$ cat src/dcache_macros.svh
// ~~~~~~~~~~~~~~~~~~~~
// data cache sizes
// ~~~~~~~~~~~~~~~~~~~~
`ifndef DCACHE_MACROS_SVH
`define DCACHE_MACROS_SVH

// byte address and data word
`define DC_ADDR_W   32
`define DC_WORD_W   64
`define DC_STRB_W   8

// tag, index and offset fields of the address
`define DC_OFFSET_W 3
`define DC_INDEX_W  6
`define DC_TAG_W    23

// one word per set, two ways
`define DC_SETS     64
`define DC_WAYS     2

`endif

$ cat src/dcache_pkg.sv
// ~~~~~~~~~~~~~~~~~~~~
// cache storage types
// ~~~~~~~~~~~~~~~~~~~~
`default_nettype none

`include "dcache_macros.svh"

package dcache_pkg;

    // byte address as seen by the CPU
    typedef logic [`DC_ADDR_W-1:0]  addr_t;

    // set number and stored tag
    typedef logic [`DC_INDEX_W-1:0] index_t;
    typedef logic [`DC_TAG_W-1:0]   tag_t;

    // cached data word and its byte enables
    typedef logic [`DC_WORD_W-1:0]  word_t;
    typedef logic [`DC_STRB_W-1:0]  strb_t;

    // tag array payload, valid flag in the top bit
    typedef logic [`DC_TAG_W:0]     tag_entry_t;

    // way number
    typedef logic [$clog2(`DC_WAYS)-1:0] way_t;

endpackage

`default_nettype wire

$ cat src/mem_bus_pkg.sv
// ~~~~~~~~~~~~~~~~~~~~
// memory port kinds
// ~~~~~~~~~~~~~~~~~~~~
`default_nettype none

package mem_bus_pkg;

    // memory request kind, MEM_NONE when the port is idle
    typedef enum logic [1:0] {
        MEM_NONE      = 2'd0,
        MEM_WRITEBACK = 2'd1,
        MEM_REFILL    = 2'd2
    } mem_op_e;

    // controller states
    typedef enum logic [2:0] {
        IDLE      = 3'd0,
        LOOKUP    = 3'd1,
        HIT       = 3'd2,
        WRITEBACK = 3'd3,
        REFILL    = 3'd4
    } ctrl_state_e;

endpackage

`default_nettype wire

$ cat src/cache_ctrl.sv
// ~~~~~~~~~~~~~~~~~~~~
// cache controller
// ~~~~~~~~~~~~~~~~~~~~
`timescale 1ns/1ps
`default_nettype none

module cache_ctrl
    import dcache_pkg::*, mem_bus_pkg::*;
(
    input  wire logic clk,
    input  wire logic rst_n_i,
    input  wire logic req_i,
    input  wire logic we_i,
    input  wire logic hit_i,
    input  wire way_t hit_way_i,
    input  wire way_t victim_way_i,
    input  wire logic victim_dirty_i,
    input  wire logic mem_ack_i,
    output logic      ack_o,
    output mem_op_e   mem_op_o,
    output logic      tag_we_o,
    output way_t      fill_way_o,
    output logic      dirty_set_o,
    output logic      dirty_clr_o,
    output logic      touch_o,
    output way_t      touch_way_o,
    output logic      refill_we_o,
    output logic      cpu_we_o,
    output way_t      sel_way_o
);

    ctrl_state_e state_q;
    ctrl_state_e state_d;
    logic        acked_q;
    logic        mem_phase;
    logic        ack_first;
    logic        hit_leave;

    assign mem_phase = (state_q == WRITEBACK) || (state_q == REFILL);
    // first cycle of the memory ack
    assign ack_first = mem_phase && mem_ack_i && !acked_q;
    // access retires once the CPU drops req
    assign hit_leave = (state_q == HIT) && !req_i;

    always_comb begin
        state_d = state_q;
        case (state_q)
            IDLE: begin
                if (req_i) begin
                    state_d = LOOKUP;
                end
            end
            LOOKUP: begin
                if (hit_i) begin
                    state_d = HIT;
                end else if (victim_dirty_i) begin
                    state_d = WRITEBACK;
                end else begin
                    state_d = REFILL;
                end
            end
            HIT: begin
                if (!req_i) begin
                    state_d = IDLE;
                end
            end
            // wait for the ack to fall before moving on
            WRITEBACK: begin
                if (acked_q && !mem_ack_i) begin
                    state_d = REFILL;
                end
            end
            REFILL: begin
                if (acked_q && !mem_ack_i) begin
                    state_d = LOOKUP;
                end
            end
            default: begin
                state_d = IDLE;
            end
        endcase
    end

    always_ff @(posedge clk) begin
        if (!rst_n_i) begin
            state_q <= IDLE;
            acked_q <= 1'b0;
        end else begin
            state_q <= state_d;
            if (state_d != state_q) begin
                acked_q <= 1'b0;
            end else if (ack_first) begin
                acked_q <= 1'b1;
            end
        end
    end

    // request held until memory answers
    always_comb begin
        if ((state_q == WRITEBACK) && !acked_q) begin
            mem_op_o = MEM_WRITEBACK;
        end else if ((state_q == REFILL) && !acked_q) begin
            mem_op_o = MEM_REFILL;
        end else begin
            mem_op_o = MEM_NONE;
        end
    end

    assign ack_o = (state_q == HIT);

    // refill data is valid with the ack
    assign refill_we_o = ack_first && (state_q == REFILL);
    assign tag_we_o    = ack_first && (state_q == REFILL);
    assign dirty_clr_o = ack_first && (state_q == WRITEBACK);
    assign fill_way_o  = victim_way_i;

    assign cpu_we_o    = hit_leave && we_i;
    assign dirty_set_o = hit_leave && we_i;
    assign touch_o     = hit_leave;
    assign touch_way_o = hit_way_i;

    assign sel_way_o = mem_phase ? victim_way_i : hit_way_i;

    a_mem_op_hold: assert property (@(posedge clk) disable iff (!rst_n_i)
        ((mem_op_o != MEM_NONE) && !mem_ack_i) |=> (mem_op_o == $past(mem_op_o)));

    // ack only while the lookup still reports a hit
    a_ack_on_hit: assert property (@(posedge clk) disable iff (!rst_n_i)
        ack_o |-> hit_i);

endmodule

`default_nettype wire

$ cat config.mk
export PLATFORM = sky130hd
export DESIGN_NAME = cache_ctrl
export DESIGN_NICKNAME = d
export VERILOG_FILES = /design/src/dcache_pkg.sv /design/src/mem_bus_pkg.sv /design/src/cache_ctrl.sv
export VERILOG_INCLUDE_DIRS = /design/src
export SDC_FILE = /design/constraint.sdc
export NUM_CORES = 1
export LEC_CHECK = 0
export ABC_CLOCK_PERIOD_IN_PS = 1400
export BUFFER_PORTS_ARGS = -buffer_cell sky130_fd_sc_hd__clkbuf_2
export CAP_MARGIN = 10
export CORE_AREA = 2 2 39 41
export CTS_CLUSTER_SIZE = 12
export DETAILED_ROUTE_END_ITERATION = 8
export DIE_AREA = 0 0 41 43
export PLACE_DENSITY = 0.7
export SKIP_LAST_GASP = 1
export SYNTH_ARGS = -nofsm -noshare
export SYNTH_HDL_FRONTEND = slang
export SYNTH_SLANG_ARGS = --single-unit
$ cat constraint.sdc
create_clock -name clk -period 1.4 [get_ports clk]
set_clock_uncertainty 0.05 [all_clocks]
set_input_delay 0.14 -clock clk [delete_from_list [all_inputs] [get_ports clk]]
set_output_delay 0.14 -clock clk [all_outputs]
set_load 0.02 [all_outputs]
======== After elaboration in Yosys (flattened, before gate mapping) ========
Index checks and enable logic that the tools add are counted.
storage, ports and cells
  output and inout port bits .............. 12
  bits in registers ....................... 4
  word-level logic and storage cells ...... 33
  bits in latches ......................... 0
  bits of input ports ..................... 9
  memory bits (writable) .................. 0
  memories kept ........................... 0
  ROM bits ................................ 0
operators by class
  div/mod/pow operators ................... 0
  $add $sub $neg .......................... 0
  shift operators ......................... 0
  multiplexer cells ....................... 10
  reductions and logical operators ........ 15
  eq/ne operators ......................... 5
  multiply operators ...................... 0
  order comparisons ....................... 0
  bitwise gates (word level) .............. 1
operator list
  cell                  number
  $mux W3               6
  $pmux W3 S5           1
  $logic_and A1 B1 Y1   9
  $eq A3 B2 Y1 const B  2
  $mux W2               2
  $eq A3 B1 Y1 const B  1
  $eq A3 B3 Y1 const B  1
  $logic_not A1 Y1      3
  $logic_not A3 Y1      1
  $ne A3 B3 Y1          1
  $reduce_or A2 Y1      1
  $logic_or A1 B1 Y1    1
  $mux W1               1
  $not A1 Y1            1

======== Depth between registers and ports, before layout ========
  word-level depth ........................ 6
  depth in mapped cells ................... 6
  gate-level depth less buffers ........... 4

======== Worst setup path after synthesis ========
No wires, ideal clock.
  path type ............................... reg2out
  start ................................... register state_q[2]
  end ..................................... output port dirty_set_o
  path buffers ............................ 2
  required time ........................... 1.210 ns
  arrival ................................. 1.643 ns
  slack ................................... -0.433 ns
  cell stages (with the launch flop) ...... 6
  cells stage by stage .................... dfxtp_1 -> buf_6 -> nand2b_1 -> nor3_1 -> and2_1 -> buf_4
between the ends
  longest elaborated chain between the ends .. 3
RTL lines
  element                   line              RTL
  start: declaration        cache_ctrl.sv:32  ctrl_state_e state_q;
  start signal: assignment  cache_ctrl.sv:89  state_q <= state_d;
  $eq A3 B2 Y1              cache_ctrl.sv:43  assign hit_leave = (state_q == HIT) && !req_i;
  $logic_and A1 B1 Y1       cache_ctrl.sv:43
  net touch_o               cache_ctrl.sv:25  output logic touch_o,
  $logic_and A1 B1 Y1       --
  end: declaration          cache_ctrl.sv:23  output logic dirty_set_o,
The timed path passes the listed nets, and every way through them passes these cells.

======== Worst setup path in the final report ========
  start ................................... register state_q[2]
  end ..................................... output port sel_way_o
between the ends
  longest elaborated chain between the ends .. 3
  elaborated cells between the ends (all ways) .. 4
  those cells by class .................... eq/ne: 2; mux: 1; reduce/logical: 1
RTL lines
  element                                              line               RTL
  $eq A3 B2 Y1 / $eq A3 B3 Y1 (equally long branches)  cache_ctrl.sv:39   assign mem_phase = (state_q == WRITEBACK) || (state_q == REFILL);
  $logic_or A1 B1 Y1 *                                 cache_ctrl.sv:39
  $mux W1 *                                            cache_ctrl.sv:122  assign sel_way_o = mem_phase ? victim_way_i : hit_way_i;
  end: declaration                                     cache_ctrl.sv:29   output way_t sel_way_o
Mark *: on every way between the ends. The rest lies on a longest branch, timed or not.

==> impl_results.rst <==
.. list-table::
   :header-rows: 1

   * - Metric
     - Value
   * - Count of final max-slew check failures
     - 0
   * - Count of pins on the block boundary
     - 21
   * - Synthesized cell area
     - 414.1 um^2
   * - Clock latency reported for the late side of the worst-skew pair
     - 0.24 ns
   * - Crit end category
     - output port
   * - Post-Place Worst Slack
     - 0.02491 ns
   * - Final weighted congestion of routability-driven global placement
     - 0.7497
   * - Static leakage power
     - 0.3015 nW
   * - Max Fclk
     - 0.6585 GHz
   * - Number of buffers created by CTS
     - 3
   * - Synth top area share
     - 0.1934
   * - Cell type with the highest aggregate area in the netlist
     - dfxtp_1
   * - Crit Path Max Fanout
     - 4
   * - Hold bufs inserted after CTS
     - 0
   * - Instance count of the mapped netlist
     - 58
   * - Setup repair after global routing missed its margin
     - yes
   * - Standard cell with the maximum stage delay on the critical path
     - dfxtp_4
   * - Total via count after detailed routing
     - 539
   * - WL per Instance
     - 13.08 um
   * - CTS tree
     - yes
   * - Diode count
     - 0
   * - Number of library cell types mapped by synthesis
     - 24
   * - Number of DRC markers in iteration 0
     - 15
   * - CP Class
     - reg -> out
   * - Grt total ovfl
     - 0
   * - Design Power
     - 0.4506 mW
   * - Total die area
     - 0.001763 mm^2
   * - Hold violation count in the final report
     - 0
   * - Area added between synthesis and finish
     - 70.09%
   * - Class of the tightest hold or removal check
     - in -> reg
   * - Number of core rows
     - 14
   * - Number of max-capacitance violations reported
     - 0
   * - Largest net degree at the start of global routing
     - 10
   * - Status
     - finished with violations
   * - Number of antenna violations at the first check in global routing
     - 0
   * - Detailed-routing iteration count for the pre-antenna-repair pass
     - 4
   * - Chip height
     - 43 um
   * - Residual DRC
     - 0
   * - Crit share post-route
     - 1.085
   * - Count of buffer and inverter cells on the critical path
     - 2
   * - Total nets after synthesis
     - 67
   * - Total global routing track utilization
     - 0.1717
   * - Clock transition at the registers of the reported paths
     - 0.04 ns
   * - Peak per-stage delay on the critical path
     - 0.36 ns
   * - Critical path data required time
     - 1.21 ns
   * - Average cell area after synthesis
     - 7.140 um^2
   * - Post-DRT Antenna Nets
     - 0
   * - Fraction of layout instances using a drive strength above 1
     - 0.5833
   * - H-tree depth
     - 1
   * - Final Critical Period
     - 1.518 ns
   * - Series of cell instances along the critical path
     - inv_4 -> or3_4 -> o22ai_2 -> a21oi_1 -> buf_4
   * - Worst rel slew slack
     - 0.8062
   * - Number of nets in the finished design
     - 95
   * - Buffers added on ports
     - 20
   * - Sum of routed wire length over all layers
     - 1308 um
   * - Failing checks
     - setup timing
   * - Top library cells by usage in the layout, fill and taps aside
     - clkbuf_2 (13), buf_4 (10)
   * - Clock root cell
     - clkbuf_4
   * - Drt via density
     - 5.390
   * - Setup slack after layout
     - -0.1185 ns
   * - Slew at the pin closest to its max-slew limit
     - 0.2898 ns
   * - CORE AREA
     - 0.001384 mm^2
   * - Leading cell type in the layout, fill and taps excluded
     - clkbuf_2
   * - Vias in the first global route
     - 518
   * - Count of final setup violators
     - 8
   * - Horizontal die dimension
     - 41 um
   * - Max rail drop VDD
     - 0.3271 mV
   * - Count of warnings emitted by yosys
     - 0
   * - Power density normalized to cell area
     - 639.7 mW/mm^2
   * - Initial Util
     - 0.2993
   * - Max clock buf depth
     - 2
   * - Number of sinks driven by the clock tree
     - 4
   * - Number of storage elements in the synthesis netlist
     - 4
   * - Dominant delay contributor by cell family on the critical path
     - flip-flops
   * - First-pass GRT wire length
     - 2049 um
   * - Top post-synthesis cells by area
     - dfxtp_1 (19%), nand2b_1 (7.6%), buf_4 (7.3%), a21oi_1 (6.0%), and2_1 (6.0%)
   * - Part of the Yosys area used for sequential elements
     - 0.1934
   * - Crit path DAT
     - 1.33 ns
   * - Type of element launching the critical path
     - flop
## metrics by stage
step	std cells	area, um^2	hold slack [ns]	TNS [ns]	util
floorplan	58	451.7	0.2117	-0.01273	-
global placement	90	529.3	0.3499	0	0.3825
detailed placement	90	529.3	0.3536	0	0.3825
CTS	98	658.1	0.1094	-0.3206	0.4756
global route	100	704.4	0.1446	-0.8483	0.5090
finish	100	704.4	0.1214	-0.4354	0.5090
## routing by layer
metal  GRT usage  wire, um  up-vias
li1            -         -      257
met1      0.1479       457      246
met2      0.2938       715       28
met3     0.05236        84        8
met4      0.1400        51        0
met5           0         0        -
## worst paths after layout
| path | startpoint | to | slack (ns) | cells past startpoint |
|---|---|---|---|---|
| worst max-delay path | state_q[2] | sel_way_o | -0.12 | 5 |
| worst min-delay path | rst_n_i | state_q[0] | 0.12 | 2 |
| worst max register to register | state_q[2] | state_q[2] | 0.04 | 5 |
| worst min register to register | state_q[2] | acked_q | 0.57 | 3 |
## Yosys cell counts (all sizes together)
master,count
a21oi,5
a222oi,1
a22oi,1
a31oi,2
and2,4
and2b,1
and3,1
buf,8
dfxtp,4
inv,2
mux2i,1
nand2,3
nand2b,5
nand3b,1
nor2,5
nor3,4
nor3b,1
o21ai,4
o22ai,3
o32ai,1
or3,1
## flip-flops by register name, indices dropped and copies added (netlist names)
register / count
acked_q: 1
state_q: 3
## layout make-up
| cell class | count | area, um^2 |
|---|---|---|
| Fill cell | 135 | 679.4 |
| Multi-Input combinational cell | 44 | 321.6 |
| Timing Repair Buffer | 31 | 237.7 |
| Sequential cell | 4 | 92.59 |
| Clock buffer | 3 | 22.52 |
| Tap cell | 16 | 20.02 |
| Inverter | 2 | 10.01 |
## report_power, final
part | switching [mW] | internal (mW) | total (mW)
Clock | 0.0498 | 0.0960 | 0.146
Sequential | 0.0109 | 0.120 | 0.130
Combinational | 0.0907 | 0.0836 | 0.174
## logic make-up (layout without fill, tap and decap cells)
kind of cell           Yosys count  count (layout)  share of synthesized area
flip-flops                       4               4                     0.1934
AO/OA/AOI/OAI                   17              17                     0.2477
AND/OR/NAND/NOR                 26              26                     0.3656
multiplexers                     1               1                    0.02417
buffers and inverters           10              36                     0.1692
## what timing repair did
item,CTS,global route
endpoints found under the setup margin,7,9
resized for setup,17,13
setup buffers,5,2
pin swaps,4,4
Note: power is estimated with default switching activity, not from simulation.
